[config.mk]
export PLATFORM = sky130hd
export DESIGN_NAME = frontend_top
export DESIGN_NICKNAME = d
export VERILOG_FILES = /design/src/rtl/isa_pkg.sv /design/src/rtl/frontend_pkg.sv /design/src/rtl/if_stage.sv /design/src/rtl/id_stage.sv /design/src/rtl/csr_regs.sv /design/src/rtl/frontend_top.sv
export VERILOG_INCLUDE_DIRS = /design/src /design/src/rtl
export SDC_FILE = /design/constraint.sdc
export NUM_CORES = 1
export LEC_CHECK = 0
export BUFFER_PORTS_ARGS = -buffer_cell sky130_fd_sc_hd__buf_4
export CAP_MARGIN = 20
export CORE_UTILIZATION = 27
export CTS_BUF_LIST = sky130_fd_sc_hd__clkbuf_4 sky130_fd_sc_hd__clkbuf_8
export DETAILED_ROUTE_END_ITERATION = 8
export MAX_ROUTING_LAYER = met4
export PLACE_DENSITY = 0.54
export SLEW_MARGIN = 20
export SYNTH_ARGS = -nofsm -noshare
export SYNTH_HDL_FRONTEND = slang
export SYNTH_SLANG_ARGS = --single-unit
[constraint.sdc]
create_clock -name clk -period 2.7 [get_ports clk]
set_input_delay 0 -clock clk [delete_from_list [all_inputs] [get_ports clk]]
set_output_delay 0 -clock clk [all_outputs]
set_load 0.02 [all_outputs]
[src/rtl/fe_config.svh]
`ifndef FE_CONFIG_SVH
`define FE_CONFIG_SVH

// first instruction fetched after reset
`define FE_RESET_PC     32'h1c00_0000

// sequential fetch step, one word
`define FE_PC_STEP      32'd4

// csr numbers as in the loongarch privileged spec
`define FE_CSR_ESTAT    14'h005
`define FE_CSR_ERA      14'h006
`define FE_CSR_BADV     14'h007
`define FE_CSR_EENTRY   14'h00c

// ecode field position inside estat
`define FE_ESTAT_ECODE_MSB  21
`define FE_ESTAT_ECODE_LSB  16

`endif

[src/rtl/isa_pkg.sv]
package isa_pkg;

    // major opcode, bits 31:26 of every word
    typedef enum logic [5:0] {
        OP_SPECIAL = 6'h00,     // syscall lives here
        OP_PRIV    = 6'h01,     // ertn lives here
        OP_B       = 6'h14,
        OP_BL      = 6'h15
    } opcode_e;

    // full words of the two system instructions, syscall with code 0
    localparam logic [31:0] SYSCALL_WORD = 32'h002b_0000;
    localparam logic [31:0] ERTN_WORD    = 32'h0648_3800;

    // ecode values written to estat on an exception
    typedef enum logic [5:0] {
        ECODE_ADE = 6'h08,
        ECODE_SYS = 6'h0b
    } ecode_e;

    // register form, used to pick out syscall and ertn
    typedef struct packed {
        opcode_e     opcode;
        logic [15:0] imm16;
        logic [4:0]  rj;
        logic [4:0]  rd;
    } reg_form_t;

    // long offset form of b and bl
    // offs[15:0] sits above offs[25:16] in the word
    typedef struct packed {
        opcode_e     opcode;
        logic [15:0] offs_lo;
        logic [9:0]  offs_hi;
    } long_offset_t;

    typedef union packed {
        reg_form_t    reg_form;
        long_offset_t long_offset;
    } inst_word_t;

endpackage

[src/rtl/frontend_pkg.sv]
package frontend_pkg;

    // fetch to decode, 65 bits
    typedef struct packed {
        logic               adef;       // fetch pc was misaligned
        isa_pkg::inst_word_t inst;
        logic [31:0]        pc;
    } fs_to_ds_bus_t;

    // decode to fetch, 34 bits
    typedef struct packed {
        logic        cancel;    // instruction entering decode is dropped
        logic        taken;
        logic [31:0] target;
    } br_bus_t;

    // decode to execute
    typedef struct packed {
        logic [31:0]         pc;
        isa_pkg::inst_word_t inst;
        logic                link;          // bl writes r1
        logic [31:0]         link_value;
    } ds_to_es_bus_t;

    // decode to csr block, strobes last one cycle
    typedef struct packed {
        logic             ex;
        logic             ertn;
        isa_pkg::ecode_e  ecode;
        logic [31:0]      pc;
        logic [31:0]      badv;
    } ex_info_t;

    // csr block to fetch
    typedef struct packed {
        logic        ex;
        logic        ertn;
        logic [31:0] eentry;
        logic [31:0] era;
    } redirect_t;

endpackage

[src/rtl/if_stage.sv]
`timescale 1ns/100ps
`include "fe_config.svh"

module if_stage (
    input  logic                        clk,
    input  logic                        reset,
    input  logic                        ds_allowin,
    input  frontend_pkg::br_bus_t       br_bus,
    input  frontend_pkg::redirect_t     redirect,
    output logic                        sram_en,
    output logic [31:0]                 sram_addr,
    input  logic [31:0]                 sram_rdata,
    output logic                        fs_to_ds_valid,
    output frontend_pkg::fs_to_ds_bus_t fs_to_ds_bus
);
    import isa_pkg::*;

    logic        fs_valid;
    logic        fs_allowin;
    logic [31:0] fs_pc;
    logic [31:0] seq_pc;
    logic [31:0] nextpc;
    logic        hold_valid;
    inst_word_t  hold_inst;
    inst_word_t  fs_inst;

    // pre-if, next pc selection
    assign seq_pc = fs_pc + `FE_PC_STEP;

    always_comb begin
        if (redirect.ex) begin
            nextpc = redirect.eentry;
        end else if (redirect.ertn) begin
            nextpc = redirect.era;
        end else if (br_bus.taken) begin
            nextpc = br_bus.target;
        end else begin
            nextpc = seq_pc;
        end
    end

    assign fs_allowin = !fs_valid || ds_allowin;

    // read is issued on the edge fs loads the new pc
    assign sram_en   = fs_allowin && !reset;
    assign sram_addr = nextpc;

    always_ff @(posedge clk) begin
        if (reset) begin
            fs_valid <= 1'b0;
        end else if (fs_allowin) begin
            fs_valid <= 1'b1;
        end
    end

    always_ff @(posedge clk) begin
        if (reset) begin
            fs_pc <= `FE_RESET_PC - `FE_PC_STEP;   // so the first nextpc is the reset pc
        end else if (fs_allowin) begin
            fs_pc <= nextpc;
        end
    end

    // sram data is only good for one cycle, keep it while decode is full
    always_ff @(posedge clk) begin
        if (reset) begin
            hold_valid <= 1'b0;
        end else if (fs_allowin) begin
            hold_valid <= 1'b0;
        end else if (!hold_valid) begin
            hold_valid <= 1'b1;
        end
    end

    always_ff @(posedge clk) begin
        if (!fs_allowin && !hold_valid) begin
            hold_inst <= sram_rdata;    // first stalled cycle
        end
    end

    assign fs_inst = hold_valid ? hold_inst : inst_word_t'(sram_rdata);

    assign fs_to_ds_valid    = fs_valid;
    assign fs_to_ds_bus.adef = |fs_pc[1:0];
    assign fs_to_ds_bus.inst = fs_inst;
    assign fs_to_ds_bus.pc   = fs_pc;

endmodule

[src/rtl/id_stage.sv]
`timescale 1ns/100ps
`include "fe_config.svh"

module id_stage (
    input  logic                        clk,
    input  logic                        reset,
    input  logic                        fs_to_ds_valid,
    input  frontend_pkg::fs_to_ds_bus_t fs_to_ds_bus,
    output logic                        ds_allowin,
    output frontend_pkg::br_bus_t       br_bus,
    output frontend_pkg::ex_info_t      ex_info,
    input  logic                        es_allowin,
    output logic                        ds_to_es_valid,
    output frontend_pkg::ds_to_es_bus_t ds_to_es_bus
);
    import isa_pkg::*;
    import frontend_pkg::*;

    logic          ds_valid;
    fs_to_ds_bus_t ds_bus;
    logic          ds_go;
    logic          is_adef;
    logic          is_b;
    logic          is_bl;
    logic          is_syscall;
    logic          is_ertn;
    logic          is_trap;
    logic [25:0]   offs26;
    logic [31:0]   br_offs;
    logic          br_taken;
    logic          ex_pulse;
    logic          ertn_pulse;
    logic          redirect_any;

    assign ds_allowin = !ds_valid || es_allowin;
    assign ds_go      = ds_valid && es_allowin;     // instruction leaves decode

    // decode, nothing else is looked at once the fetch faulted
    assign is_adef = ds_bus.adef;

    assign is_b  = !is_adef && (ds_bus.inst.long_offset.opcode == OP_B);
    assign is_bl = !is_adef && (ds_bus.inst.long_offset.opcode == OP_BL);

    // syscall code in the low 15 bits is ignored
    assign is_syscall = !is_adef
                        && (ds_bus.inst.reg_form.opcode == OP_SPECIAL)
                        && (ds_bus.inst.reg_form.imm16[15:5] == SYSCALL_WORD[25:15]);

    assign is_ertn = !is_adef
                     && (ds_bus.inst.reg_form.opcode == OP_PRIV)
                     && (ds_bus.inst.reg_form.imm16 == ERTN_WORD[25:10])
                     && (ds_bus.inst.reg_form.rj == ERTN_WORD[9:5])
                     && (ds_bus.inst.reg_form.rd == ERTN_WORD[4:0]);

    assign is_trap = is_adef || is_syscall || is_ertn;

    // target is pc + sext(offs26 << 2)
    assign offs26  = {ds_bus.inst.long_offset.offs_hi, ds_bus.inst.long_offset.offs_lo};
    assign br_offs = {{4{offs26[25]}}, offs26, 2'b00};

    assign br_taken     = ds_go && (is_b || is_bl);
    assign ex_pulse     = ds_go && (is_adef || is_syscall);
    assign ertn_pulse   = ds_go && is_ertn;
    assign redirect_any = br_taken || ex_pulse || ertn_pulse;

    assign br_bus.cancel = redirect_any;
    assign br_bus.taken  = br_taken;
    assign br_bus.target = ds_bus.pc + br_offs;

    assign ex_info.ex    = ex_pulse;
    assign ex_info.ertn  = ertn_pulse;
    assign ex_info.ecode = is_adef ? ECODE_ADE : ECODE_SYS;
    assign ex_info.pc    = ds_bus.pc;
    assign ex_info.badv  = ds_bus.pc;     // bad fetch address is the pc itself

    // the fall-through instruction arriving with a redirect is dropped
    always_ff @(posedge clk) begin
        if (reset) begin
            ds_valid <= 1'b0;
        end else if (ds_allowin) begin
            ds_valid <= fs_to_ds_valid && !br_bus.cancel;
        end
    end

    always_ff @(posedge clk) begin
        if (ds_allowin && fs_to_ds_valid) begin
            ds_bus <= fs_to_ds_bus;
        end
    end

    // traps end here and never reach execute
    assign ds_to_es_valid = ds_valid && !is_trap;

    assign ds_to_es_bus.pc         = ds_bus.pc;
    assign ds_to_es_bus.inst       = ds_bus.inst;
    assign ds_to_es_bus.link       = is_bl;
    assign ds_to_es_bus.link_value = ds_bus.pc + `FE_PC_STEP;

endmodule

[src/rtl/csr_regs.sv]
`timescale 1ns/100ps
`include "fe_config.svh"

module csr_regs (
    input  logic                    clk,
    input  logic                    reset,
    input  frontend_pkg::ex_info_t  ex_info,
    input  logic                    csr_we,
    input  logic [13:0]             csr_num,
    input  logic [31:0]             csr_wdata,
    output logic [31:0]             csr_rdata,
    output frontend_pkg::redirect_t redirect
);
    import isa_pkg::*;

    logic [31:0] eentry;
    logic [31:0] era;
    logic [31:0] estat;
    logic [31:0] badv;

    always_ff @(posedge clk) begin
        if (reset) begin
            eentry <= 32'h0;
            era    <= 32'h0;
            estat  <= 32'h0;
            badv   <= 32'h0;
        end else begin
            // eentry is never touched by hardware
            if (csr_we && csr_num == `FE_CSR_EENTRY) begin
                eentry <= csr_wdata;
            end

            if (ex_info.ex) begin
                era <= ex_info.pc;
                estat[`FE_ESTAT_ECODE_MSB:`FE_ESTAT_ECODE_LSB] <= ex_info.ecode;
                if (ex_info.ecode == ECODE_ADE) begin
                    badv <= ex_info.badv;
                end
            end else if (csr_we) begin
                case (csr_num)
                    `FE_CSR_ERA:   era   <= csr_wdata;
                    `FE_CSR_ESTAT: estat <= csr_wdata;
                    `FE_CSR_BADV:  badv  <= csr_wdata;
                    default:       ;
                endcase
            end
        end
    end

    always_comb begin
        case (csr_num)
            `FE_CSR_EENTRY: csr_rdata = eentry;
            `FE_CSR_ERA:    csr_rdata = era;
            `FE_CSR_ESTAT:  csr_rdata = estat;
            `FE_CSR_BADV:   csr_rdata = badv;
            default:        csr_rdata = 32'h0;
        endcase
    end

    // fetch takes the new pc in the same cycle as the strobe
    assign redirect.ex     = ex_info.ex;
    assign redirect.ertn   = ex_info.ertn;
    assign redirect.eentry = eentry;
    assign redirect.era    = era;

endmodule

[src/rtl/frontend_top.sv]
`timescale 1ns/100ps

module frontend_top (
    input  logic                        clk,
    input  logic                        reset,
    // instruction sram, one cycle read latency
    output logic                        sram_en,
    output logic [31:0]                 sram_addr,
    input  logic [31:0]                 sram_rdata,
    // execute stage
    input  logic                        es_allowin,
    output logic                        ds_to_es_valid,
    output frontend_pkg::ds_to_es_bus_t ds_to_es_bus,
    // csr access port
    input  logic                        csr_we,
    input  logic [13:0]                 csr_num,
    input  logic [31:0]                 csr_wdata,
    output logic [31:0]                 csr_rdata
);
    import frontend_pkg::*;

    logic          fs_to_ds_valid;
    fs_to_ds_bus_t fs_to_ds_bus;
    logic          ds_allowin;
    br_bus_t       br_bus;
    ex_info_t      ex_info;
    redirect_t     redirect;

    if_stage if_stage_i (
        .clk            (clk),
        .reset          (reset),
        .ds_allowin     (ds_allowin),
        .br_bus         (br_bus),
        .redirect       (redirect),
        .sram_en        (sram_en),
        .sram_addr      (sram_addr),
        .sram_rdata     (sram_rdata),
        .fs_to_ds_valid (fs_to_ds_valid),
        .fs_to_ds_bus   (fs_to_ds_bus)
    );

    id_stage id_stage_i (
        .clk            (clk),
        .reset          (reset),
        .fs_to_ds_valid (fs_to_ds_valid),
        .fs_to_ds_bus   (fs_to_ds_bus),
        .ds_allowin     (ds_allowin),
        .br_bus         (br_bus),
        .ex_info        (ex_info),
        .es_allowin     (es_allowin),
        .ds_to_es_valid (ds_to_es_valid),
        .ds_to_es_bus   (ds_to_es_bus)
    );

    csr_regs csr_regs_i (
        .clk       (clk),
        .reset     (reset),
        .ex_info   (ex_info),
        .csr_we    (csr_we),
        .csr_num   (csr_num),
        .csr_wdata (csr_wdata),
        .csr_rdata (csr_rdata),
        .redirect  (redirect)
    );

endmodule

==> results.md <==
Timing:
- Derived from the worst setup path, the maximum achievable clock frequency is 294 MHz.
- Of the available clock period, the critical path in the final layout requires 126%.
- The number of slew-limit violations in the final report is 0.
- Setup repair after global routing could not meet its margin everywhere.
- For the pin with the worst max-slew slack, the measured transition is 0.747 ns.
- The relative max-transition margin is 50.0%.
- The minimum clock period after layout is ~3.4 ns.
- The number of hold violations in the final report is 0.
- The final-report setup violation count is 80.
- The total negative slack is -21.72 ns.
- Setup slack on the critical path of the routed design comes to -0.700 ns.
- The clock skew after layout is 0.0417 ns.

Power:
- The maximum vdd drop is between 300 and 400 µV.
- In this run the power density over the cells is 596 nW/µm².
- The leakage component of the power is 8.64 nW.

Setup path:
- The endpoint class of the critical path is an output pin.
- The worst register-to-register path begins at id_stage_i.ds_to_es_bus[43].
- Tracing the worst setup path back leads to its startpoint at id_stage_i.ds_to_es_bus[43].
- STA classifies the critical path startpoint as a flop.
- The setup path with the least slack is of type reg -> out.
- The reg-to-reg endpoint is if_stage_i.fs_pc[16].
- The worst register-to-register path has a setup slack of -0.53 ns.
- The critical path ends at sram_addr[18].
- At the worst endpoint, the required time is 2.70 ns.
- For the worst setup path, the data arrival time is around 3.4 ns.
- Along the worst path, the maximum fanout reaches 3.
- Counting cells, the worst reg-to-reg path comes to 20.

Yosys:
- Synthesis produced a netlist with a net count of 1635.
- During synthesis, Yosys emitted a total of 0 warnings.
- The synthesized area per cell is 9.19 µm².
- Yosys attributes the largest share of cell area to sky130_fd_sc_hd__dfxtp_1 (23%), sky130_fd_sc_hd__edfxtp_1 (21%), sky130_fd_sc_hd__nand2_1 (5.6%).
- In this run, synthesis produced a sequential element count of between 200 and 300.
- The synthesized instance count is 1521.
- The most frequent cell after synthesis is sky130_fd_sc_hd__nand2_1.
- The largest total area in the synthesized netlist belongs to sky130_fd_sc_hd__dfxtp_1.
- The post-synthesis instance area is 14000 µm².
- Counting instances in the post-synthesis netlist gives the leading cell types as sky130_fd_sc_hd__nand2_1 (210), sky130_fd_sc_hd__nor2_1 (173), sky130_fd_sc_hd__dfxtp_1 (163), sky130_fd_sc_hd__a21oi_1 (119), sky130_fd_sc_hd__edfxtp_1 (97).
- The proportion of synthesized chip area in sequential cells is between 40% and 50%.
- The most used flip-flop cell after synthesis is sky130_fd_sc_hd__dfxtp_1.
- Counting flops with a built-in enable in the synthesized netlist gives 97.
- The unique cell type count in the Yosys netlist is between 70 and 80.
- Summed over its instances, the top area cell type makes up 23.3% of the synthesized netlist area.
- The proportion of register bits with asynchronous set or reset after synthesis is 0%.

Global routing:
- The global-route usage over all layers is between 20% and 30%.
- The pin count of the biggest net entering global routing is 107.
- The wire length of the first global-routing pass is 87.0 mm.
- The number of global-route vias before repair is 13700.
- The initial antenna violation count is 1.
- The remaining global-route overflow is 0.

Detailed routing:
- Summing over every cut layer, the via total after detailed routing is about 14000.
- The count of antenna-violating nets left after detailed routing is 0.
- The detailed router finished its first iteration with 1109 violations.
- The routed length per placed instance is 21.7 µm.
- The total length of routed wires is 61.0 mm.
- The mean number of vias per cell is approximately 5.
- The pre-antenna-repair detailed-routing pass consisted of 6 iterations.
- The DRC violation count after routing is 0.

Finish:
- The net count of the finished layout is 2206.
- The layout has 4899 filler cells.
- The area growth from synthesis to layout is 60.1%.
- Of the cells placed in the final design, the portion with a size suffix greater than 1 is 42.0%.
- The number of standard cells in the layout, taps in and fillers out is approximately 2800.

Placement:
- After detailed placement, the design holds a cell count of 2544.
- Port buffering added 244 buffers.
- The sum of net half-perimeters after detailed placement is 41.2 mm.
- The congestion estimate from routability-driven global placement came to slightly above 0.9.

Hold path:
- The worst hold path class is in -> reg.

Floorplanning:
- The initial utilization of the core area, before any placement, comes to 27.3%.
- In this run the vertical extent of the chip is about 230 µm.
- The area inside the core boundary is about 50000 µm².
- The placement row count is 83.
- The floorplan step defined a die boundary enclosing 52700 µm².
- 245 I/O pins were placed.
- In this run the horizontal extent of the chip is 230 µm.

Clocking:
- The clock slew at the register clock pins of the worst setup and hold paths is 0.06 ns.
- Clock latency on the worst-skew pair, taken at its later pin, is 0.65 ns.
- The clock passes through at most 3 buffers.
- The clock drives 260 sinks.
- Clock tree synthesis inserted a total of 46 buffers.
- TritonCTS built the clock tree.
- The H-tree was split into 2 levels.
- The cell at the root of the clock tree is sky130_fd_sc_hd__clkbuf_8.

Run status:
- The flow ran to the end, but the final reports show violations.
- The final reports fail on negative setup slack.

Run:
- Across the run, the number of max-cap violations was 0.
stage by stage:
| stage | utilization, % | worst slack [ns] | hold slack (ns) | cell area, µm² | total power, mW |
|---|---|---|---|---|---|
| finish | 43.7 | -0.700 | 0.0931 | 22400 | 13.3 |
| global route | 43.7 | -0.842 | 0.0869 | 22400 | 13.8 |
| CTS | 41.8 | -0.720 | 0.0385 | 21400 | 13.1 |
| detailed placement | 35.1 | -0.212 | 0.190 | 18000 | 8.28 |
| global placement | 35.1 | -0.129 | 0.189 | 18000 | 8.26 |
| floorplan | - | -0.0437 | 0.0989 | 14000 | 6.47 |
worst max-delay path, cell delays in order, from the launching register on:
cell,delay (ns)
sky130_fd_sc_hd__edfxtp_1,0.44
sky130_fd_sc_hd__ha_4,0.19
sky130_fd_sc_hd__fa_2,0.34
sky130_fd_sc_hd__a21o_1,0.20
sky130_fd_sc_hd__nand4_1,0.13
sky130_fd_sc_hd__a21oi_2,0.11
sky130_fd_sc_hd__o21ai_4,0.17
sky130_fd_sc_hd__a21boi_2,0.10
sky130_fd_sc_hd__o31a_1,0.27
sky130_fd_sc_hd__xor2_1,0.17
sky130_fd_sc_hd__nor2_2,0.08
sky130_fd_sc_hd__o31ai_4,0.37
sky130_fd_sc_hd__buf_6,0.17
cells in the final DEF, fill, tap and decap left out, drive strengths merged, types with 9 or more instances in the layout:
cell type      n
o21ai         48
edfxtp        97
a21oi        121
a21o          17
xor2          25
nand3         39
nor2         175
ha            31
inv           20
nor4          11
a31oi         11
nand2        213
xnor2         50
a22oi         10
o31ai          9
nand4         32
and3          17
o211ai         9
mux2i         74
mux2          33
buf          555
dfxtp        163
nor3          22
dlygate4sd3   68
clkbuf        78
a211oi        73
a221o         34
timing repair:
item / in CTS / in global routing
pin swaps: 98 / 85
gates resized for setup: 230 / 145
endpoints found under the setup margin: 83 / 121
buffers inserted: 85 / 46
hold buffers: 68 / 0
cloned: 8 / 6
hold endpoints to repair: 201 / 0
logic make-up (layout without fill, tap and decap cells):
family / count (synthesis) / after routing / synth area share [%]
other: 0 / 2 / 0
adders and majority gates: 32 / 32 / 2.92
muxes: 107 / 107 / 7.96
buffers and inverters: 123 / 728 / 3.92
xor gates and xnor gates: 75 / 75 / 4.70
DFF: 260 / 260 / 44.2
AOI/OAI and AO/OA: 381 / 381 / 18.6
and+or+nand+nor: 543 / 543 / 17.7
sequential cells by signal, summed over array words and instances (netlist names):
register and count:
csr_regs_i.badv 32, if_stage_i.hold_valid 1, if_stage_i.hold_inst 32, id_stage_i.ds_valid 1, if_stage_i.fs_pc 32, csr_regs_i.estat 32, id_stage_i.ds_to_es_bus 64, id_stage_i.is_adef 1
csr_regs_i.eentry 32, csr_regs_i.era 32, if_stage_i.fs_to_ds_valid 1
worst min path at each step:
stage / from / end / slack [ns] / cells past startpoint
after floorplan: sram_rdata[0] / if_stage_i.hold_inst[0] / 0.1 / 0
after global placement: sram_rdata[5] / if_stage_i.hold_inst[5] / 0.19 / 1
after detailed placement: sram_rdata[3] / if_stage_i.hold_inst[3] / 0.19 / 1
after CTS: csr_num[3] / csr_regs_i.era[14] / 0.04 / 7
after global routing: sram_rdata[30] / if_stage_i.hold_inst[30] / 0.09 / 2
final: sram_rdata[26] / if_stage_i.hold_inst[26] / 0.09 / 2
where the power goes:
part	total (mW)	internal, mW	switching [mW]
sequential	4.52	4.31	0.216
clock	4.05	2.25	1.80
combinational	4.76	2.30	2.45
total	13.3	8.86	4.47
per-layer routing:
| metal | up-vias | share of wire, % | global-route usage (%) |
|---|---|---|---|
| met5 | - | 0 | - |
| met4 | 0 | 2.1 | 5.02 |
| met3 | 99 | 6.5 | 3.91 |
| met2 | 597 | 46 | 34.2 |
| met1 | 7052 | 46 | 30.5 |
| li1 | 6701 | - | - |
area by class of cell:
class / instances / area [µm²] / share of cell area, %
Clock inverter: 9 / 111 / 0.498
Timing Repair Buffer: 628 / 5700 / 25.5
Sequential cell: 260 / 6180 / 27.6
Tap cell: 680 / 851 / 3.80
Inverter: 18 / 67.6 / 0.302
Antenna cell: 2 / 5.00 / 0.0224
Multi-Input combinational cell: 1138 / 8580 / 38.4
Clock buffer: 73 / 873 / 3.90
Note: power is estimated with default switching activity, not from simulation.
